**config.mk**
```make
export PLATFORM = sky130hd
export DESIGN_NAME = cmd_fifo
export DESIGN_NICKNAME = d
export VERILOG_FILES = /design/src/cmd_fifo.sv
export SDC_FILE = /design/constraint.sdc
export NUM_CORES = 1
export LEC_CHECK = 0
export ABC_AREA = 1
export BUFFER_PORTS_ARGS = -buffer_cell sky130_fd_sc_hd__clkbuf_2
export CELL_PAD_IN_SITES_DETAIL_PLACEMENT = 0
export CELL_PAD_IN_SITES_GLOBAL_PLACEMENT = 1
export CORE_MARGIN = 3
export CORE_UTILIZATION = 53
export CTS_CLUSTER_DIAMETER = 100
export DETAILED_ROUTE_END_ITERATION = 10
export PLACE_DENSITY_LB_ADDON = 0.1
export SLEW_MARGIN = 20
export SYNTH_ARGS = -nofsm -noshare
export SYNTH_HDL_FRONTEND = slang
export SYNTH_SLANG_ARGS = --single-unit
```
**constraint.sdc**
```tcl
create_clock -name clock -period 3.98 [get_ports clock]
set_input_delay 0.597 -clock clock [delete_from_list [all_inputs] [get_ports clock]]
set_output_delay 0.597 -clock clock [all_outputs]
set_load 0.005 [all_outputs]
```
**src/cmd_fifo.sv**
```systemverilog
////////////////////
// synchronous FIFO with full, almost-full and empty flags
// head word is visible on data_out before the pop
////////////////////

module cmd_fifo #(
	parameter int WIDTH = 16,
	parameter int DEPTH = 8
) (
	input  logic             clock,
	input  logic             rstn,
	input  logic             push,
	input  logic [WIDTH-1:0] data_in,
	input  logic             pop,
	output logic [WIDTH-1:0] data_out,
	output logic             full,
	output logic             alfull,
	output logic             empty
);

	localparam int PTR_BITS = $clog2(DEPTH);

	logic [WIDTH-1:0]    mem [DEPTH];
	logic [PTR_BITS-1:0] wr_ptr;
	logic [PTR_BITS-1:0] rd_ptr;
	logic [PTR_BITS:0]   count;

	always_ff @(posedge clock) begin
		if (push) begin
			mem[wr_ptr] <= data_in;
		end
	end

	always_ff @(posedge clock or negedge rstn) begin
		if (!rstn) begin
			wr_ptr <= '0;
			rd_ptr <= '0;
			count  <= '0;
		end else begin
			if (push) begin
				wr_ptr <= wr_ptr + 1'b1;
			end
			if (pop) begin
				rd_ptr <= rd_ptr + 1'b1;
			end
			case ({push, pop})
				2'b10:   count <= count + 1'b1;
				2'b01:   count <= count - 1'b1;
				default: count <= count;
			endcase
		end
	end

	assign data_out = mem[rd_ptr];
	assign full     = count == (PTR_BITS+1)'(DEPTH);
	// two slots of slack for a requester whose push is registered
	assign alfull   = count >= (PTR_BITS+1)'(DEPTH - 2);
	assign empty    = count == '0;

	assert property (@(posedge clock) disable iff (!rstn) push |-> !full)
		else $error("cmd_fifo: push while full");
	assert property (@(posedge clock) disable iff (!rstn) pop |-> !empty)
		else $error("cmd_fifo: pop while empty");

endmodule

```
After elaboration in Yosys (flattened, before gate mapping)
Memory sizes are Yosys's and may differ from the RTL's.
Cells that the tools add are included.
Widths: inputs -> output; s select.
- register bits after elaboration: 10
- RAM bits: 128
- bits of input ports: 20
- output and inout bits: 19
- word-level logic and storage cells: 17
- memories: 1
- add/sub/neg operators: 4
- $lt $le $gt $ge: 1
- equality and inequality tests: 3
- mux-type cells: 3
- reductions and logical operators: 2
- memory list (name ; depth ; width ; read ports ; clocked after Yosys merged registers in ; write ports ; line ; RTL):
    mem ; 8 ; 16 ; 1 ; 0 ; 1 ; 23 ; logic [WIDTH-1:0] mem [DEPTH];
- operator list (operator ; count):
    $pmux 4 s2 ; 1
    $add 3x1->3 const B ; 2
    $add 4x1->4 const B ; 1
    $eq 4x4->1 const B ; 1
    $ge 4x3->1 const B ; 1
    $logic_not 4->1 ; 1
    $sub 4x1->4 const B ; 1
    $eq 2x1->1 const B ; 1
    $eq 2x2->1 const B ; 1
    $mux 1 ; 2
    $reduce_bool 2->1 ; 1

Depth between registers and ports, before layout
- word-level depth: 2
- depth in mapped cells: 10

Worst setup path after synthesis
OpenSTA, ideal clock, no wires.
- path type: in2reg
- start: input port push
- end: memory mem[0][0] (enable)
- library setup time: 0.388 ns
- arrival: 1.670 ns
- data required time: 3.592 ns
- setup slack: 1.922 ns
- cell stages on the path: 3
- buffers on the path: 0
- cell sequence: inv_1 > or2_2 > nor2_1
- longest elaborated chain between the ends: 2
- ends and longest elaborated chain (element ; line ; RTL):
    start, declared ; 12 ; input logic push,
    $mux 1 ; 29 ; if (push) begin
    $mux 1 (not written as such) ; 30 ; mem[wr_ptr] <= data_in;
    end, declared ; 23 ;
No other way between the ends.

Final worst setup path
- start: register rd_ptr[0]
- end: output port data_out[9]
- longest elaborated chain between the ends: 1
- ends and longest elaborated chain (element ; line ; RTL):
    start, declared ; 25 ; logic [PTR_BITS-1:0] rd_ptr;
    start signal, assigned ; 44 ; rd_ptr <= rd_ptr + 1'b1;
    $mem_v2 8x16 ; -- ;
    end, declared ; 15 ; output logic [WIDTH-1:0] data_out,
No other way between the ends.

==> results.ini <==
[outcome]
status = completed

[clock_network]
post_cts_buffers = 0
cts.path.max_buffers = 2
cts_max_level = 4
cts_tree = done
cts_root_buf = clkbuf_8
cts.sinks = 138
cts.clk_slew.worst_paths_ps = 60
cts_hold_buf = 1
clock_latency_ps = 520
ctsResizeCount = 0
cts_buffers = 17

[finish]
seqCellArea_mm2 = 0.004095
nNetsFinal = 513
fillers = 799
fin_area_mm2 = 0.006385
syn2layout_area_growth_pct = 14.60
multi_input_area_mm2 = 0.001247
diodes = 0
utilization_pct = 63.85
layout.cells.non_filler = 632
drive_above_1_share_pct = 16.63

[power_and_ir_drop]
pwr-share-seq_pct = 40.5
powerDensity_mw_per_mm2 = 735.1
p_switching_mw = 1.602
switching_share_pct = 34.13
comb_power_share_pct = 30.3
p_int_mw = 3.091
clockPowerShare_pct = 29.3
leakagePower_nw = 2.357
power_mw = 4.693
max-vdd-ir-drop_mv = 0.4121

[job]
max-cap-violations = 0

[floorplan]
fp-row-count = 36
die-area_mm2 = 0.01178
io_pins = 39
die_h_um = 108.5
coreArea_mm2 = 0.01000
die_w_um = 108.5
start_util_pct = 55.72

[grt]
grt_pass1_vias = 3255
grt_pass1_wl_mm = 17.71
grt-ovfl-total = 0
grt_max_degree = 65
antenna_found_initial = 0
grt_use_total_pct = 20.64

[worst_setup_path]
critical_path_arrival_ps = 2350
cp-end-kind = primary output
required_ps = 3380
startpoint_type = register
crit_fanout = 34
worstSetupPathType = reg -> out

[synthesis]
synth_top_family_by_area = simple AND/OR/NAND/NOR gates
yosys.cell_count.top_type = edfxtp_1
synth-edff-count = 128
syn_inst = 440
ys_seq_elements = 138
synth_area_mm2 = 0.005572
synth_nets = 465
synthAdderAreaFrac_pct = 1.123
yosys-top-cells-count = 128 x edfxtp_1, 75 x nor2_1, 69 x nand2_1
synth_area_leaders = edfxtp_1 69%, nor2_1 5.1%, nand2_1 4.6%
yosys_warnings = 0
syn_area_per_cell_um2 = 12.66
yosys_most_used_dff = edfxtp_1
synthArstFlopShare_pct = 7.246
synth_compound_area_share_pct = 9.993
ys_types = 23
synth_top_area_cell = edfxtp_1
synthXorXnorAreaFrac_pct = 0.7860
synth-simple-area-share_pct = 10.49
synth_top_area_share_pct = 68.99
muxShareOfSynthArea_pct = 0
ys_seq_area_share_pct = 73.48

[placed_design]
gp_congestion = 0.7500
portBuffers = 38
dp_slack_ps = 1555
place_inst = 601
placed_area_mm2 = 0.005853
dp_hpwl_mm = 6.171

[detailed_routing]
dr_wl_met2_mm = 5.381
routed_wl_mm = 11.19
vias = 3470
drtIter0Drc = 201
met1_length_mm = 5.072
drc = 0
drtAntennaViolNets = 0
met3WireLength_um = 548
wl_per_cell_um = 17.70
drtPass1Iterations = 4
top_layer_used = met4
via_per_inst = 5.491

[timing]
finalSetupTns_ps = 0
relSlewSlack_pct = 50.19
timing.fmax_ghz = 0.3398
setup_viol = 0
skew_ps = 8.125
holdWs_ps = 335.3
rsz0062_at_grt = no
maxSlewViolCount = 0
worst_pin_slew_ps = 746.4
setup_slack_ps = 1037
post-route-min-period_ps = 2943
min_period_over_period_pct = 73.95
hold_violations = 0

[worst_hold_path]
worstHoldPathType = in -> reg

## final timing paths
path / start / endpoint / slack, ps / cells after the start
max: rd_ptr[0] / data_out[9] / 1040 / 6
min: push / wr_ptr[1] / 340 / 2
max reg2reg: wr_ptr[0] / mem[0][2] / 2490 / 3
min reg2reg: count[0] / count[0] / 520 / 1
max in group asynchronous: rstn / rd_ptr[0] / 3240 / 2
min in group asynchronous: rstn / count[3] / 500 / 2
## area by class of cell
class	count	area share, %
clock buffers	17	6.486
clock inverters	13	1.685
inverters	15	0.9994
multi-input cells	265	19.54
flip-flops and latches	138	64.14
well taps	133	2.606
repair buffers	51	4.546
## state kept, by name, indices dropped and copies added (netlist names)
name	flops
count	4
mem	128
rd_ptr	3
wr_ptr	3
## cells by family (layout without fill, tap and decap cells)
family,after synthesis,in the layout
adders and majority gates,5,5
buffers and inverters,37,96
AOI/OAI and AO/OA,103,103
and+or+nand+nor,152,152
xor gates and xnor gates,5,5
DFF,138,138
## critical path, stage by stage, from the launching register on
cell and delay, ps:
dfrtp_2 780, buf_4 440, o21ai_0 160, o22ai_1 180
nand2_1 70, nand2_1 90, clkbuf_2 110
## per-layer routing
metal  track usage, %  up-vias
li1                 -     1687
met1            28.33     1680
met2            31.73       87
met3            6.269       16
met4            6.943        0
met5                0        -
## power by group through the flow
stage                     Sequential [mW]  Clock, mW  Combinational, mW
final                                1.90       1.37               1.42
after floorplan                      1.87          0               1.08
after CTS                            1.90       1.39               1.45
after global routing                 1.92       1.46               1.62
after global placement               1.92          0               1.42
after detailed placement             1.93          0               1.44
## cells in the final DEF (no fill, tap or decap)
| master | n |
|---|---|
| inv_1 | 14 |
| xor2_1 | 3 |
| xnor2_1 | 2 |
| nor3_1 | 2 |
| o22ai_1 | 32 |
| a21oi_1 | 1 |
| clkinvlp_4 | 3 |
| ha_1 | 5 |
| or2_2 | 2 |
| inv_8 | 1 |
| dfrtp_1 | 9 |
| buf_4 | 12 |
| o21ai_1 | 28 |
| clkinv_2 | 5 |
| o21ai_0 | 41 |
| a31oi_1 | 1 |
| clkinv_4 | 3 |
| nor2_1 | 75 |
| clkbuf_2 | 38 |
| or2_0 | 1 |
| dlygate4sd3_1 | 1 |
| edfxtp_1 | 128 |
| bufinv_16 | 1 |
| clkinv_1 | 1 |
| nand2_1 | 69 |
| clkbuf_16 | 16 |
| nand3_1 | 3 |
| clkbuf_8 | 1 |
| dfrtp_2 | 1 |
(Power assumes the default switching activity.)
