<file path="src/cu_pkg.sv">
////////////////////
// widths and unit ids shared by the graph compute unit
// read data word with its vertex and edge record views
////////////////////

package cu_pkg;

	parameter int ADDR_BITS       = 16;
	parameter int COUNT_BITS      = 16;
	parameter int WEIGHT_SUM_BITS = 24;
	parameter int DEGREE_BITS     = 8;
	parameter int WEIGHT_BITS     = 8;

	// unit ids carried on commands and on read data
	parameter logic VERTEX_CONTROL_ID = 1'b0;
	parameter logic EDGE_CONTROL_ID   = 1'b1;

	// one memory word, decoded by whichever unit asked for it
	typedef union packed {
		struct packed {
			logic [15:0]            first_edge;
			logic [DEGREE_BITS-1:0] degree;
			logic [7:0]             pad;
		} vertex_view;
		struct packed {
			logic [15:0]            dest_vertex;
			logic [WEIGHT_BITS-1:0] weight;
			logic [7:0]             pad;
		} edge_view;
	} graph_word;

endpackage

</file>
<file path="src/edge_job_control.sv">
////////////////////
// expands one vertex job at a time into edge reads
// counts edges and finished vertices, sums edge weights
////////////////////

module edge_job_control (
	input  logic                               clock,
	input  logic                               rstn,
	input  logic                               enable_in,
	input  logic                               start,
	input  logic [cu_pkg::ADDR_BITS-1:0]       edge_base,
	input  logic                               job_valid,
	input  logic [cu_pkg::COUNT_BITS-1:0]      job_edge_start,
	input  logic [cu_pkg::DEGREE_BITS-1:0]     job_degree,
	output logic                               job_request,
	input  logic                               cmd_alfull,
	output logic                               cmd_push,
	output logic [cu_pkg::ADDR_BITS-1:0]       cmd_addr,
	input  logic                               data_valid,
	input  cu_pkg::graph_word                  data,
	output logic [cu_pkg::COUNT_BITS-1:0]      vertex_done_count,
	output logic [cu_pkg::COUNT_BITS-1:0]      edge_done_count,
	output logic [cu_pkg::WEIGHT_SUM_BITS-1:0] weight_sum
);

	localparam logic IDLE = 1'b0;
	localparam logic BUSY = 1'b1;
	localparam int   PAD_BITS = cu_pkg::WEIGHT_SUM_BITS - cu_pkg::WEIGHT_BITS;

	logic                           state;
	logic [cu_pkg::COUNT_BITS-1:0]  edge_index;
	logic [cu_pkg::DEGREE_BITS-1:0] issue_left;
	logic [cu_pkg::DEGREE_BITS-1:0] remaining;
	logic                           issue;
	logic                           last_return;

	// head fields are taken in the same cycle as the pop
	assign job_request = state == IDLE && enable_in && job_valid;
	assign issue       = state == BUSY && enable_in && issue_left != '0 && !cmd_alfull;
	assign last_return = state == BUSY && data_valid && remaining == 1;

	always_ff @(posedge clock or negedge rstn) begin
		if (!rstn) begin
			state             <= IDLE;
			edge_index        <= '0;
			issue_left        <= '0;
			remaining         <= '0;
			cmd_push          <= 1'b0;
			cmd_addr          <= '0;
			vertex_done_count <= '0;
			edge_done_count   <= '0;
			weight_sum        <= '0;
		end else if (start) begin
			state             <= IDLE;
			cmd_push          <= 1'b0;
			vertex_done_count <= '0;
			edge_done_count   <= '0;
			weight_sum        <= '0;
		end else begin
			cmd_push <= issue;
			if (issue) begin
				cmd_addr   <= edge_base + edge_index;
				edge_index <= edge_index + 1'b1;
				issue_left <= issue_left - 1'b1;
			end
			if (data_valid) begin
				edge_done_count <= edge_done_count + 1'b1;
				weight_sum      <= weight_sum + {{PAD_BITS{1'b0}}, data.edge_view.weight};
				remaining       <= remaining - 1'b1;
			end
			case (state)
				IDLE: begin
					if (job_request) begin
						state      <= BUSY;
						edge_index <= job_edge_start;
						issue_left <= job_degree;
						remaining  <= job_degree;
					end
				end
				BUSY: begin
					// last edge of this vertex is back
					if (last_return) begin
						state             <= IDLE;
						vertex_done_count <= vertex_done_count + 1'b1;
					end
				end
			endcase
		end
	end

	assert property (@(posedge clock) disable iff (!rstn) data_valid |-> state == BUSY)
		else $error("edge_job_control: edge data with no active job");

endmodule

</file>
<file path="config.mk">
export PLATFORM = sky130hd
export DESIGN_NAME = edge_job_control
export DESIGN_NICKNAME = d
export VERILOG_FILES = /design/src/cu_pkg.sv /design/src/edge_job_control.sv
export SDC_FILE = /design/constraint.sdc
export NUM_CORES = 1
export LEC_CHECK = 0
export BUFFER_PORTS_ARGS = -buffer_cell sky130_fd_sc_hd__clkbuf_2
export CAP_MARGIN = 20
export CORE_ASPECT_RATIO = 1.75
export CORE_MARGIN = 5
export CORE_UTILIZATION = 40
export CTS_CLUSTER_SIZE = 28
export DETAILED_ROUTE_END_ITERATION = 7
export PLACE_DENSITY = 0.64
export SLEW_MARGIN = 25
export SYNTH_ARGS = -nofsm -noshare
export SYNTH_HDL_FRONTEND = slang
export SYNTH_SLANG_ARGS = --single-unit
</file>
<file path="constraint.sdc">
create_clock -name clock -period 3.3 [get_ports clock]
set_input_delay 0.66 -clock clock [delete_from_list [all_inputs] [get_ports clock]]
set_output_delay 0.66 -clock clock [all_outputs]
set_load 0.05 [all_outputs]
</file>
Yosys cells after proc, flatten, opt, wreduce, memory -nomap -nowiden --
Cells that the tools add are included.
Cells by class: add/sub/neg operators 7, bitwise operators 2, equal/unequal tests 1, muxes and demuxes 21, reduce and logical (&&, ||, !) cells 14
Operators with widths (number):
- $mux W16 | 8
- $add A16 B1 Y16 const B | 3
- $mux W24 | 2
- $mux W8 | 6
- $add A24 B8 Y24 | 1
- $add A16 B16 Y16 | 1
- $sub A8 B1 Y8 const B | 2
- $eq A8 B1 Y1 const B | 1
- $reduce_bool A8 Y1 | 1
- $logic_and A1 B1 Y1 | 7
- $reduce_bool A2 Y1 | 3
- $mux W1 | 4
- $reduce_and A2 Y1 | 2
- $not A1 Y1 | 2
- $pmux W1 S2 | 1
- $logic_not A1 Y1 | 1
Storage, ports and cells: word-level logic and storage cells 54, flip-flop bits (word level) 106, output and inout bits 74, input bits 79

Longest topological paths before layout --
word-level depth 6, gate-level depth with buffers 9, mapped depth without buffers 9

Worst setup path after synthesis --
OpenSTA, ideal clock, no wires.
path type input to output, start point input port job_valid, end point output port job_request, data required time 2640 ps, arrival 1857 ps, path buffers 2, path slack 783 ps, stages on the path 5, cell sequence nand2_1 -> or2_2 -> clkbuf_1 -> inv_1 -> buf_1
On the way: word-level cells in the longest chain between the ends 1
Ends and longest elaborated chain:
- from (decl) | RTL line edge_job_control.sv:12 | input logic job_valid,
- $logic_and A1 B1 Y1 | RTL line edge_job_control.sv:38 | assign job_request = state == IDLE && enable_in && job_valid;
- to (decl) | RTL line edge_job_control.sv:15 | output logic job_request,
Every way passes these cells.

Worst setup path in the final report --
start point register edge_index[0] in the netlist's numbering, end point register cmd_addr[14] in the netlist's numbering
On the way: word-level cells in the longest chain between the ends 1
Ends and longest elaborated chain:
- from (decl) | RTL line edge_job_control.sv:31 | logic [cu_pkg::COUNT_BITS-1:0] edge_index;
- from (signal assigned) | RTL line edge_job_control.sv:63 | edge_index <= edge_index + 1'b1;
- from (signal assigned) | RTL line edge_job_control.sv:75 | edge_index <= job_edge_start;
- $add A16 B16 Y16 | RTL line edge_job_control.sv:62 | cmd_addr <= edge_base + edge_index;
- to (signal assigned) | RTL line edge_job_control.sv:62
- to (decl) | RTL line edge_job_control.sv:18 | output logic [cu_pkg::ADDR_BITS-1:0] cmd_addr,
Every way passes these cells. A chain may end at the register's enable or synchronous reset.

==> out/metrics.cfg <==
[outcome]
outcome = finished clean

[global_routing]
antenna_found_initial = 0
grtUsageTotal_pct = 17.73
grt_pass1_wl_um = 27210
grt_pass1_vias = 5560
grt_max_degree = 107
grt-ovfl-total = 0

[power_and_ir_drop]
clkPwrFrac_pct = 25.8
swShare_pct = 38.90
p_seq_share_pct = 40.5
p_sw_mw = 1.587
combPwrFrac_pct = 33.7
p_int_mw = 2.493
power_leakage_nw = 3.400
powerDensity_nw_per_um2 = 545.5
finalPower_mw = 4.080
ir_worst_vdd_uv = 251.2

[final_layout]
layout.cells.non_filler = 1003
fin_area_um2 = 7478
diodes = 0
layout_common_cells = clkbuf_2, dfrtp_1, nor2_1
final_common_cell = clkbuf_2
syn2layout_area_growth_pct = 17.94
final_nets = 920
post-route-util_pct = 47.56
post_route_cells_drive_above_1_share_pct = 21.62

[critical_path]
crit_path_max_fanout = 5
worst_setup_path_start_kind = flip-flop
reg2reg_slack_ns = 0.77
reg2reg_to = cmd_addr[14]
path_class = flip-flop to flip-flop
cp_data_arrival_time_ns = 2.75
crit_required_ns = 3.53
endpoint_kind = flip-flop
r2r-start = edge_index[0]
reg2regPathDepth = 8

[clocking]
cts_buffers = 9
cts_sinks = 106
cts_tree = built
htreeDepth = 3
clk_path_buf_depth = 2
clk_latency_ns = 0.34
path_clk_slew_ns = 0.08
ctsResizeCount = 0
hold_buffers = 0
cts_root_buffer = clkbuf_16
post_cts_buffers = 0

[detailed_routing]
vias_per_cell = 5.479
drt.antenna.violating_nets = 0
drt-total-wl_um = 16190
drc = 0
drtPass1Iterations = 5
top_layer_used = met4
route.detailed.wl_per_inst_um = 16.14
wl_met3_um = 789
num_vias = 5495
drtIter0Drc = 135
m1WireLength_um = 6257
routed-wl-met2_um = 8550

[yosys]
synth_area_per_cell_um2 = 9.203
synth_cell_types = 64
yosysWarnings = 0
netlist_area_um2 = 6341
synth-edff-count = 0
synth_ff_type = dfrtp_1
yosysSeqAreaShare_pct = 41.83
ys_seq_elements = 106
syn_inst = 689
synthesis.nets = 800
synthArstFlopShare_pct = 100.0

[worst_hold_path]
hp-class = input pin to async pin

[sta]
fmax_mhz = 395.5
setup_slack_ns = 0.7717
worst_pin_slew_ns = 0.7857
max_slew_margin_pct = 47.62
finalClockSkew_ns = 0.009400
hold_slack_ns = 0.3495
tns_ns = 0
min_period_ns = 2.528
rsz0062_at_grt = no
setup_viol = 0
slew_violations = 0
min_period_over_period_pct = 76.61
hold_violations = 0

[floorplan]
die_w_um = 105.2
rows = 61
die_h_um = 176.6
pin_count = 153
coreArea_um2 = 15720
die_area_um2 = 18570
start_util_pct = 40.33

[placement]
dpl_cell_area_um2 = 7187
place_hpwl_um = 12020
place.gp.congestion = 0.8924
placed_cells = 987
detailedPlace.worstSlack_ns = 0.4458
portBuffers = 128

[flow_run]
maxCapViolCount = 0

-- Yosys cell counts, types with 12 or more instances --
cell type / number / area share [%]
nor2_1: 96 / 5.7
nand2_1: 55 / 3.3
ha_1: 30 / 5.9
o21ai_1: 13 / 1.0
and3_1: 12 / 1.2
xnor2_1: 32 / 4.4
dfrtp_1: 106 / 42
o22a_1: 22 / 3.0
nand3_1: 26 / 2.1
a211oi_1: 16 / 1.9
inv_1: 26 / 1.5
o21ai_0: 21 / 1.7
xor2_1: 25 / 3.5
clkbuf_1: 16 / 0.95
a21oi_1: 63 / 5.0
-- area by class of cell --
type                            count  area (µm²)
Timing Repair Buffer              138       733.2
Fill cell                        1581        8244
Clock buffer                       11       252.7
Inverter                           27       101.3
Multi-Input combinational cell    527        3463
Sequential cell                   106        2653
Clock inverter                      5       38.79
Tap cell                          189       236.5
-- power by group through the flow --
stage	Sequential, mW	Clock (mW)	Combinational, mW
finish	1.65	1.05	1.38
detailed placement	1.68	0	1.39
CTS	1.65	1.10	1.39
global placement	1.67	0	1.37
floorplan	2.00	0	0.692
global route	1.69	1.15	1.51
-- critical path, stage by stage (launching register included) --
cell and delay [ns]:
dfrtp_1 0.44, ha_1 0.24, fa_1 0.43, a211oi_1 0.34, o211ai_1 0.20, a41o_1 0.33
o22ai_1 0.21, xor2_1 0.16, o21ai_1 0.07
-- metal layers --
metal	up-vias	GRT usage (%)
met5	-	0
met4	0	8.107
met3	34	3.293
met2	152	31.76
met1	2600	20.19
li1	2709	-
-- state kept, by name (all words and copies together) (netlist names) --
register	cells
vertex_done_count	16
remaining	8
edge_done_count	16
issue_left	8
state	1
cmd_push	1
cmd_addr	16
edge_index	16
weight_sum	24
-- worst max path at each step --
stage	from	endpoint	slack, ns	cells after the start
after floorplan	job_valid	job_request	0.78	5
after global placement	edge_base[0]	cmd_addr[14]	0.46	9
after detailed placement	edge_base[0]	cmd_addr[14]	0.45	9
after CTS	edge_index[0]	cmd_addr[14]	0.76	8
after global routing	edge_index[0]	cmd_addr[14]	0.63	8
final	edge_index[0]	cmd_addr[14]	0.77	8
-- cells by family (layout without fill, tap and decap cells) --
kind of cell	Yosys count	count (layout)	share of synthesized area, %
buf+inv	56	181	3.552
fa+ha+maj	32	32	6.551
mux	5	5	0.8090
compound gates	192	192	20.78
xor+xnor	57	57	7.873
flops	106	106	41.83
simple gates	241	241	18.61
(Power assumes the default switching activity.)
