--- src/cu_pkg.sv ---
////////////////////
// widths and unit ids shared by the graph compute unit
// read data word with its vertex and edge record views
////////////////////

package cu_pkg;

	parameter int ADDR_BITS       = 16;
	parameter int COUNT_BITS      = 16;
	parameter int WEIGHT_SUM_BITS = 24;
	parameter int DEGREE_BITS     = 8;
	parameter int WEIGHT_BITS     = 8;

	// unit ids carried on commands and on read data
	parameter logic VERTEX_CONTROL_ID = 1'b0;
	parameter logic EDGE_CONTROL_ID   = 1'b1;

	// one memory word, decoded by whichever unit asked for it
	typedef union packed {
		struct packed {
			logic [15:0]            first_edge;
			logic [DEGREE_BITS-1:0] degree;
			logic [7:0]             pad;
		} vertex_view;
		struct packed {
			logic [15:0]            dest_vertex;
			logic [WEIGHT_BITS-1:0] weight;
			logic [7:0]             pad;
		} edge_view;
	} graph_word;

endpackage

--- src/cmd_fifo.sv ---
////////////////////
// synchronous FIFO with full, almost-full and empty flags
// head word is visible on data_out before the pop
////////////////////

module cmd_fifo #(
	parameter int WIDTH = 16,
	parameter int DEPTH = 8
) (
	input  logic             clock,
	input  logic             rstn,
	input  logic             push,
	input  logic [WIDTH-1:0] data_in,
	input  logic             pop,
	output logic [WIDTH-1:0] data_out,
	output logic             full,
	output logic             alfull,
	output logic             empty
);

	localparam int PTR_BITS = $clog2(DEPTH);

	logic [WIDTH-1:0]    mem [DEPTH];
	logic [PTR_BITS-1:0] wr_ptr;
	logic [PTR_BITS-1:0] rd_ptr;
	logic [PTR_BITS:0]   count;

	always_ff @(posedge clock) begin
		if (push) begin
			mem[wr_ptr] <= data_in;
		end
	end

	always_ff @(posedge clock or negedge rstn) begin
		if (!rstn) begin
			wr_ptr <= '0;
			rd_ptr <= '0;
			count  <= '0;
		end else begin
			if (push) begin
				wr_ptr <= wr_ptr + 1'b1;
			end
			if (pop) begin
				rd_ptr <= rd_ptr + 1'b1;
			end
			case ({push, pop})
				2'b10:   count <= count + 1'b1;
				2'b01:   count <= count - 1'b1;
				default: count <= count;
			endcase
		end
	end

	assign data_out = mem[rd_ptr];
	assign full     = count == (PTR_BITS+1)'(DEPTH);
	// two slots of slack for a requester whose push is registered
	assign alfull   = count >= (PTR_BITS+1)'(DEPTH - 2);
	assign empty    = count == '0;

	assert property (@(posedge clock) disable iff (!rstn) push |-> !full)
		else $error("cmd_fifo: push while full");
	assert property (@(posedge clock) disable iff (!rstn) pop |-> !empty)
		else $error("cmd_fifo: pop while empty");

endmodule

--- src/vertex_job_control.sv ---
////////////////////
// vertex record reads and the vertex job queue
// zero-degree vertices are counted as filtered
////////////////////

module vertex_job_control #(
	parameter int FIFO_DEPTH = 8
) (
	input  logic                           clock,
	input  logic                           rstn,
	input  logic                           enable_in,
	input  logic                           start,
	input  logic [cu_pkg::COUNT_BITS-1:0]  num_vertices,
	input  logic [cu_pkg::ADDR_BITS-1:0]   vertex_base,
	input  logic                           data_valid,
	input  cu_pkg::graph_word              data,
	input  logic                           cmd_alfull,
	output logic                           cmd_push,
	output logic [cu_pkg::ADDR_BITS-1:0]   cmd_addr,
	input  logic                           job_request,
	output logic                           job_valid,
	output logic [cu_pkg::COUNT_BITS-1:0]  job_edge_start,
	output logic [cu_pkg::DEGREE_BITS-1:0] job_degree,
	output logic [cu_pkg::COUNT_BITS-1:0]  filtered_count
);

	// reads in flight, kept low so every return fits the job queue
	localparam logic [1:0] MAX_OUTSTANDING = 2'd2;

	logic [cu_pkg::ADDR_BITS-1:0]  next_addr;
	logic [cu_pkg::COUNT_BITS-1:0] reads_left;
	logic [1:0]                    outstanding;
	logic                          issue;
	logic                          job_push;
	logic                          job_alfull;
	logic                          job_empty;
	logic [cu_pkg::COUNT_BITS+cu_pkg::DEGREE_BITS-1:0] job_out;

	assign issue = enable_in && reads_left != '0 && !cmd_alfull && !job_alfull
		&& outstanding < MAX_OUTSTANDING;
	assign job_push = data_valid && data.vertex_view.degree != '0;

	////////////////////
	// address walk
	////////////////////

	always_ff @(posedge clock or negedge rstn) begin
		if (!rstn) begin
			next_addr      <= '0;
			reads_left     <= '0;
			outstanding    <= '0;
			cmd_push       <= 1'b0;
			cmd_addr       <= '0;
			filtered_count <= '0;
		end else if (start) begin
			next_addr      <= vertex_base;
			reads_left     <= num_vertices;
			outstanding    <= '0;
			cmd_push       <= 1'b0;
			filtered_count <= '0;
		end else begin
			cmd_push <= issue;
			if (issue) begin
				cmd_addr   <= next_addr;
				next_addr  <= next_addr + 1'b1;
				reads_left <= reads_left - 1'b1;
			end
			outstanding <= outstanding + {1'b0, issue} - {1'b0, data_valid};
			if (data_valid && !job_push) begin
				filtered_count <= filtered_count + 1'b1;
			end
		end
	end

	////////////////////
	// job queue
	////////////////////

	cmd_fifo #(
		.WIDTH(cu_pkg::COUNT_BITS + cu_pkg::DEGREE_BITS),
		.DEPTH(FIFO_DEPTH)
	) u_job_fifo (
		.clock   (clock),
		.rstn    (rstn),
		.push    (job_push),
		.data_in ({data.vertex_view.first_edge, data.vertex_view.degree}),
		.pop     (job_request),
		.data_out(job_out),
		.full    (),
		.alfull  (job_alfull),
		.empty   (job_empty)
	);

	assign job_valid = !job_empty;
	assign {job_edge_start, job_degree} = job_out;

	// memory must not answer a vertex read that was never issued
	assert property (@(posedge clock) disable iff (!rstn) data_valid |-> outstanding != '0)
		else $error("vertex_job_control: unexpected vertex record");

endmodule

--- config.mk ---
export PLATFORM = sky130hd
export DESIGN_NAME = vertex_job_control
export DESIGN_NICKNAME = d
export VERILOG_FILES = /design/src/cu_pkg.sv /design/src/cmd_fifo.sv /design/src/vertex_job_control.sv
export SDC_FILE = /design/constraint.sdc
export NUM_CORES = 1
export LEC_CHECK = 0
export BUFFER_PORTS_ARGS = -buffer_cell sky130_fd_sc_hd__buf_2
export CAP_MARGIN = 0
export CORE_MARGIN = 8
export CORE_UTILIZATION = 63
export CTS_CLUSTER_SIZE = 28
export DETAILED_ROUTE_END_ITERATION = 10
export GPL_ROUTABILITY_DRIVEN = 0
export GPL_TIMING_DRIVEN = 0
export PLACE_DENSITY = 0.85
export SYNTH_ARGS = -nofsm -noshare
export SYNTH_HDL_FRONTEND = slang
export SYNTH_SLANG_ARGS = --single-unit
--- constraint.sdc ---
create_clock -name clock -period 6.1 [get_ports clock]
set_clock_uncertainty 0.2 [all_clocks]
set_input_delay 0 -clock clock [delete_from_list [all_inputs] [get_ports clock]]
set_output_delay 0 -clock clock [all_outputs]
set_load 0.005 [all_outputs]
### After elaboration in Yosys (flattened, before gate mapping)

Memory sizes are Yosys's and may differ from the RTL's.
Index checks and enable logic that the tools add are counted.

| storage, ports and cells | value |
|---|---|
| RAM bits | 192 |
| memories kept | 1 |
| bits of input ports | 71 |
| register bits | 77 |
| output and inout port bits | 58 |

| cells by class | value |
|---|---|
| add/sub/neg operators | 9 |
| bitwise gates (word level) | 1 |
| order comparisons | 2 |
| multiplexer cells | 11 |
| reduce and logical (&&, ||, !) cells | 17 |
| eq/ne operators | 2 |

Memories:

| memory | words | bits a word | read ports | clocked after Yosys merged registers in | wr ports | RTL line | source |
|---|---|---|---|---|---|---|---|
| u_job_fifo.mem | 8 | 24 | 1 | 0 | 1 | cmd_fifo.sv:23 | `logic [WIDTH-1:0] mem [DEPTH];` |

Operators with widths:

| kind | count |
|---|---|
| $mux 16 | 6 |
| $add 16x1->16 const B | 2 |
| $reduce_bool 16->1 | 1 |
| $sub 16x1->16 const B | 1 |
| $pmux 4 s2 | 1 |
| $reduce_bool 8->1 | 1 |
| $add 3x1->3 const B | 2 |
| $logic_and 1x1->1 | 6 |
| $reduce_bool 2->1 | 3 |
| $add 4x1->4 const B | 1 |
| $ge 4x3->1 const B | 1 |
| $logic_not 1->1 | 4 |
| $logic_not 4->1 | 1 |
| $sub 4x1->4 const B | 1 |
| $mux 1 | 3 |
| $add 2x1->2 | 1 |
| $eq 2x1->1 const B | 1 |
| $eq 2x2->1 const B | 1 |
| $lt 2x2->1 const B | 1 |
| $mux 2 | 1 |
| $reduce_and 2->1 | 1 |
| $sub 2x1->2 | 1 |
| $not 1->1 | 1 |

### Depth between registers and ports, before layout

Gate-level depths: netlist of the first run.

| depth | value |
|---|---|
| depth in word-level cells | 8 |
| gate-level depth with buffers | 12 |
| depth with buffers taken out | 11 |

### Cells and area by module

Synthesis of the first run repeated with hierarchy kept, for this count alone.

| unflattened totals | value |
|---|---|
| cells, all modules | 709 |
| area total of the unflattened synthesis | 11512.3 um^2 |

Modules (own cells, without submodules):

| module | area an instance (um^2) | cells each | instances |
|---|---|---|---|
| cmd_fifo | 7830.0 | 334 | 1 |
| vertex_job_control | 3682.3 | 375 | 1 |

### Least setup slack after synthesis of the first run

Ideal clock, no wire load.

| path | value |
|---|---|
| path type | reg-to-reg |
| from | register u_job_fifo.wr_ptr[0] |
| to | memory u_job_fifo.mem[1][0] in the netlist's numbering (enable) |
| clock period less this slack | 3.835 ns |
| data required time | 5.425 ns |
| stages on the path, launching flop included | 3 |
| slack | 2.265 ns |
| data arrival time | 3.160 ns |
| cell sequence | dfrtp_1 -> buf_1 -> nor4b_1 |

RTL lines:

| element | RTL line | source |
|---|---|---|
| from (decl) | cmd_fifo.sv:24 | `logic [PTR_BITS-1:0] wr_ptr;` |
| from (signal assigned) | cmd_fifo.sv:41 | `wr_ptr <= wr_ptr + 1'b1;` |
| to (decl) | cmd_fifo.sv:23 |  |

No word-level cell before the write port.

### Worst setup path in the final report of the first run

| path | value |
|---|---|
| from | register u_job_fifo.rd_ptr[1] |
| to | output job_edge_start[13] in the netlist's numbering |

| between the ends | value |
|---|---|
| cells in the longest elaborated chain, start to end | 1 |

RTL lines:

| element | RTL line | source |
|---|---|---|
| from (decl) | cmd_fifo.sv:25 | `logic [PTR_BITS-1:0] rd_ptr;` |
| from (signal assigned) | cmd_fifo.sv:44 | `rd_ptr <= rd_ptr + 1'b1;` |
| $mem_v2 8x24 | - |  |
| to (decl) | vertex_job_control.sv:22 | `output logic [cu_pkg::COUNT_BITS-1:0] job_edge_start,` |

Every way passes these cells.

==> impl_metrics.ini, run 1 <==
[run_status]
status = completed

[sta]
slew_violations = 0
timing.final.hold_violations = 0
setup_violations = 0
relSlewSlack_pct = 29.06
period_minus_slack_ps = 3210
final.setup.tns_ps = 0
max_freq_mhz = 311.5
worstMarginPinSlew_ps = 1058
rsz0062_at_grt = no
finalCritPeriodShare_pct = 52.63

[power]
combPwrFrac_pct = 29.7
netSwitchingFraction_pct = 29.25
ir_worst_vdd_mv = 0.3697
internal_power_uw = 4026
p_clk_share_pct = 27.7
switchingPower_uw = 1665
pwr_density_cell_nw_per_um2 = 402.7
power_frac_seq_pct = 42.6
p_leak_uw = 0.005299

[floorplan]
die_area_sq_um = 22570
fp.dieW_um = 150.2
start_util_pct = 63.64
boundaryPins = 129
core_sq_um = 17840
die_h_um = 150.2
rows = 49

[worst_setup_path]
slowest_stage = buf_1
required_ps = 5900
cp.arrival_ps = 3010
crit_fanout = 10
crit_type = reg -> out
crit_chain = buf_1 -> buf_1 -> mux4_2 -> mux2_2 -> buf_2
cp_top_family = buffers and inverters
crit_path_frequent_cell = buf_1
end_kind = output port
slowest_delay_ps = 610
start_kind = flop
crit_buf_inv = 3

[global_route]
overflow = 0
grt_pass1_wl_mm = 44.21
grt_max_degree = 43
antenna_found_initial = 0
grt_pass1_vias = 7934
track_usage_pct = 25.75

[synth]
yosysTopAreaCell = edfxtp_1
avgSynthCellArea_sq_um = 16.41
yosysWarnings = 0
synth-seq-cells = 269
synth-edff-count = 192
synthTopCellsByCount = edfxtp_1 (192), dfrtp_1 (77), mux4_2 (48)
async_flop_share_pct = 28.62
ys_dominant_reg_cell = edfxtp_1
syn-num-nets = 775
yosys.cell_types.count = 57
yosys-top-cells-area = edfxtp_1 (51%), dfrtp_1 (17%), mux4_2 (9.5%)
yosys.area.top_type_share_pct = 50.78
syn-cell-area_sq_um = 11350
synthMostInstantiatedCell = edfxtp_1
synthCells = 692
yosysSeqAreaShare_pct = 67.75

[clock_tree]
cts-resized-gates = 0
ctsLongestPathBuffers = 3
cts.clk_slew.worst_paths_ps = 60
cts_root_buffer = clkbuf_16
cts_buffers = 26
cts_tree = done
clock_latency_ps = 540
cts_max_level = 1
cts.sink_count = 269

[min_path]
hold_class = in -> reg

[cells_and_area]
regArea_sq_um = 7692
num_antenna_cells = 0
multiInputGateArea_sq_um = 3488
areaGrowthSynthToFinish_pct = 24.45
stdcell_area_sq_um = 14130
finalNetCount = 1021
drive_gt1_share_pct = 31.00
fillerInstances = 932
final_cells = 1187
final_util_pct = 79.20

[drt]
ant_nets = 0
totalWireLength_mm = 28.44
viasPerCell = 6.143
route.vias.total = 7292
routedWlPerCell_um = 23.96
drtIter0Drc = 551
firstDrtPassIters = 5
drc = 0

[place]
dp.cells = 1060
dpl_cell_area_sq_um = 12500
port_buffers = 119
hpwlAfterDp_mm = 17.55

[job]
maxCapViolCount = 0
[timing repair]
action                                 in CTS  in global routing
buffers inserted                            0                  0
endpoints found under the hold margin     327                  0
setup endpoints to repair                   0                  0
hold buffers                               79                  0
[per-layer routing]
| layer | wire (um) | GRT usage, % |
|---|---|---|
| met3 | 2028 | 5.080 |
| met2 | 14920 | 46.10 |
| met4 | 794 | 8.096 |
| met1 | 10690 | 30.88 |
| met5 | 0 | 0 |
[final cells by class]
| class | count | share of cell area (%) |
|---|---|---|
| Sequential cell | 269 | 54.44 |
| Multi-Input combinational cell | 370 | 24.69 |
| Timing Repair Buffer | 218 | 11.45 |
| Clock buffer | 35 | 4.994 |
| Tap cell | 229 | 2.028 |
| Buffer | 34 | 1.036 |
| Clock inverter | 13 | 0.8589 |
| Inverter | 19 | 0.5047 |
[cells in the final DEF (no fill, tap or decap), types with 4 or more instances in the layout]
master         instances
buf_6                 16
mux4_2                48
nor3_1                10
nor2b_1                5
buf_4                  6
nand2_1               42
a211o_1                4
dlygate4sd3_1         78
mux2_4                 9
clkinv_2               6
clkbuf_16             27
a211oi_1               6
xor2_1                11
nand4_1                9
clkinv_1               4
ha_1                  11
nor4_1                11
edfxtp_1             192
clkbuf_1              24
mux2_2                40
a21oi_1                8
nand3_1               15
xnor2_1               29
buf_1                 10
nor2_1                29
or3_1                  7
buf_2                123
o21ai_0               20
mux2i_1                6
or4_1                  5
inv_1                 19
dfrtp_1               77
[tightest hold or removal path, cell delays in order]
cell,delay [ps]
buf_2,110
nor4b_2,70
nand4_1,220
nor4_1,90
mux2i_1,130
o21ai_0,90
[power by group through the flow]
stage / Clock, uW / Combinational (uW) / Sequential, uW
after floorplan: 0 / 1010 / 2410
after global placement: 0 / 1480 / 2430
after detailed placement: 0 / 1610 / 2440
after CTS: 1590 / 1690 / 2420
after global routing: 1670 / 1820 / 2440
final: 1570 / 1690 / 2420
[metrics by stage]
step	hold slack [ps]	setup slack [ps]	total power, uW
after floorplan	-495.6	2265	3419
after global placement	8.463	60.85	3914
after detailed placement	-211.1	3191	4046
after CTS	18.51	2854	5697
after global routing	60.20	2810	5932
final	46.42	2890	5690
[worst paths after layout]
check	startpoint	endpoint	slack [ps]	cells after the start
worst max-delay path	u_job_fifo.rd_ptr[1]$_DFFE_PN0P_	job_edge_start[13]	2890	5
worst min-delay path	cmd_alfull	reads_left[9]$_DFFE_PN0P_	50	6
worst max register to register	reads_left[0]$_DFFE_PN0P_	next_addr[12]$_DFFE_PN0P_	2920	9
worst min register to register	cmd_addr[14]$_DFFE_PN0P_	cmd_addr[14]$_DFFE_PN0P_	320	1
max in group asynchronous	rstn	reads_left[8]$_DFFE_PN0P_	5140	4
min in group asynchronous	rstn	u_job_fifo.wr_ptr[2]$_DFFE_PN0P_	320	4
[kinds of logic after synthesis]
group                    Yosys count  synth area share, %
multiplexers                     103                15.21
AND/OR/NAND/NOR                  159                7.340
AO/OA/AOI/OAI                     56                3.306
flip-flops                       269                67.75
XOR/XNOR                          40                3.086
adder cells (fa/ha/maj)           12                1.389
buffers and inverters             53                1.918
[sequential cells by signal, indices dropped and copies added (netlist names)]
| signal | cells |
|---|---|
| u_job_fifo.rd_ptr | 3 |
| u_job_fifo.wr_ptr | 3 |
| u_job_fifo.count | 4 |
| cmd_addr | 16 |
| reads_left | 16 |
| cmd_push | 1 |
| u_job_fifo.mem | 192 |
| next_addr | 16 |
| filtered_count | 16 |
| outstanding | 2 |
Power figures use the tool's default switching activity.
==> run 2: changes to the inputs <==
CORE_UTILIZATION = 58   (was 63)
PLACE_DENSITY = 0.79   (was 0.85)
clock period = 3 ns   (was 6.1 ns; I/O delays follow)
==> impl_metrics.ini, run 2 (same netlist as run 1, synthesis figures left out) <==
[run_status]
status = completed

[sta]
layout_setup_ws_ps = 101.3
rsz0062_at_grt = no
relSlewSlack_pct = 38.46
worstMarginPinSlew_ps = 920.9
setup_violations = 0
max_freq_mhz = 345.0
final.setup.tns_ps = 0
slew_violations = 0
finalCritPeriodShare_pct = 96.62
period_minus_slack_ps = 2899
timing.final.hold_violations = 0

[drt]
routedWlPerCell_um = 22.77
totalWireLength_mm = 27.76
firstDrtPassIters = 5
drc = 0
viasPerCell = 5.907
ant_nets = 0
drtIter0Drc = 674
route.vias.total = 7201

[floorplan]
rows = 51
die_h_um = 155.9
start_util_pct = 58.72
fp.dieW_um = 155.9
core_sq_um = 19330
die_area_sq_um = 24310
boundaryPins = 129

[place]
hpwlAfterDp_mm = 17.01
dp.cells = 1091
port_buffers = 119
pre_cts_ws_ps = -31.68

[clock_tree]
ctsLongestPathBuffers = 3
cts_root_buffer = clkbuf_16
cts_max_level = 1
cts_buffers = 26
cts.sink_count = 269
cts_tree = done
cts.clk_slew.worst_paths_ps = 70
postCtsSetupRepairBufs = 0
clock_latency_ps = 530

[worst_setup_path]
crit_fanout = 9
crit_type = reg -> reg
reg2reg_from = reads_left[1]$_DFFE_PN0P_
start_kind = flop
endpoint = next_addr[5]$_DFFE_PN0P_
crit_start = reads_left[1]$_DFFE_PN0P_
rrSetupSlack_ps = 100
end_kind = flop
required_ps = 3260
r2r_cells = 10
r2r-end = next_addr[5]$_DFFE_PN0P_
cp.arrival_ps = 3160

[power]
p_clk_share_pct = 28.0
internal_power_uw = 8273
p_leak_uw = 0.005316
pwr_density_cell_nw_per_um2 = 815.4
ir_worst_vdd_mv = 0.4647
switchingPower_uw = 3350
netSwitchingFraction_pct = 28.82
power_frac_seq_pct = 42.4
combPwrFrac_pct = 29.7

[global_route]
antenna_found_initial = 0
track_usage_pct = 23.17
grt_max_degree = 59
overflow = 0
grt_pass1_vias = 7746
grt_pass1_wl_mm = 43.46

[cells_and_area]
drive_gt1_share_pct = 31.90
finalNetCount = 1016
regMostFlops = u_job_fifo.mem
final_common_cell = edfxtp_1
final_util_pct = 73.73
areaGrowthSynthToFinish_pct = 25.56
largest_reg_flops = 192
final_cell_mix = edfxtp_1 (192), buf_2 (121), dlygate4sd3_1 (79)
final_cells = 1219

[min_path]
hold_class = in -> reg

[job]
maxCapViolCount = 0
run 2: cell types whose count changed in the layout (fill, tap and decap cells not counted), sizes merged:
| cell | change |
|---|---|
| clkinvlp | +2 |
| buf | -9 |
| clkinv | +1 |
| clkbuf | -3 |
| dlygate4sd3 | +1 |
| bufinv | +1 |
| diode | +1 |
| clkdlybuf4s15 | +2 |
run 2: layout make-up:
cell class / instances / area [sq um]
Fill cell: 1129 / 5080
Buffer: 34 / 181.4
Multi-Input combinational cell: 370 / 3537
Antenna cell: 1 / 2.502
Sequential cell: 269 / 7692
Tap cell: 265 / 331.6
Timing Repair Buffer: 213 / 1593
Clock inverter: 17 / 155.1
Clock buffer: 31 / 690.7
Inverter: 19 / 71.32
run 2: power by group through the flow:
stage / clock [uW] / sequential [uW] / combinational, uW
after floorplan: 0 / 4900 / 2060
after CTS: 3280 / 4900 / 3460
after detailed placement: 0 / 4960 / 3280
after global routing: 3450 / 4970 / 3700
final: 3250 / 4920 / 3450
after global placement: 0 / 4930 / 3030
run 2: timing repair:
action,in CTS,in global routing
hold endpoints to repair,333,0
setup endpoints to repair,19,15
gates resized for setup,7,16
hold buffers,79,0
run 2: per-layer routing:
metal,part of all wire [%],track usage [%],routed length (um),vias up
li1,-,-,-,3153
met1,38,28.57,10630,3673
met2,53,42.22,14740,336
met3,7.0,3.684,1939,39
met4,1.6,4.898,448,0
met5,0,0,0,-
run 2: per-stage QoR:
step	hold slack [ps]	total power, uW	cell area, sq um
6_report	26.11	11620	14250
5_1_grt	58.71	12120	14250
4_1_cts	17.31	11650	14210
3_5_place_dp	-297.1	8240	12550
3_3_place_gp	8.127	7961	12290
2_1_floorplan	-495.6	6958	11370
run 2: critical path, stage by stage, from the launching register on:
cell and delay [ps]:
dfrtp_1 410, inv_2 50, ha_1 170, or3b_4 240, and3b_1 200, buf_6 140, a21o_1 160, buf_6 140
or4_4 470, nand3_1 100, dlygate4sd3_1 550
run 2: worst min path at each step:
| stage | startpoint | end | slack (ps) | cells past startpoint |
|---|---|---|---|---|
| after floorplan | rstn | cmd_addr[0]$_DFFE_PN0P_ | -500 | 0 |
| after global placement | num_vertices[12] | reads_left[12]$_DFFE_PN0P_ | 8 | 3 |
| after detailed placement | rstn | filtered_count[0]$_DFFE_PN0P_ | -300 | 1 |
| after CTS | vertex_base[1] | next_addr[1]$_DFFE_PN0P_ | 20 | 4 |
| after global routing | vertex_base[4] | next_addr[4]$_DFFE_PN0P_ | 60 | 3 |
| final | vertex_base[1] | next_addr[1]$_DFFE_PN0P_ | 30 | 4 |
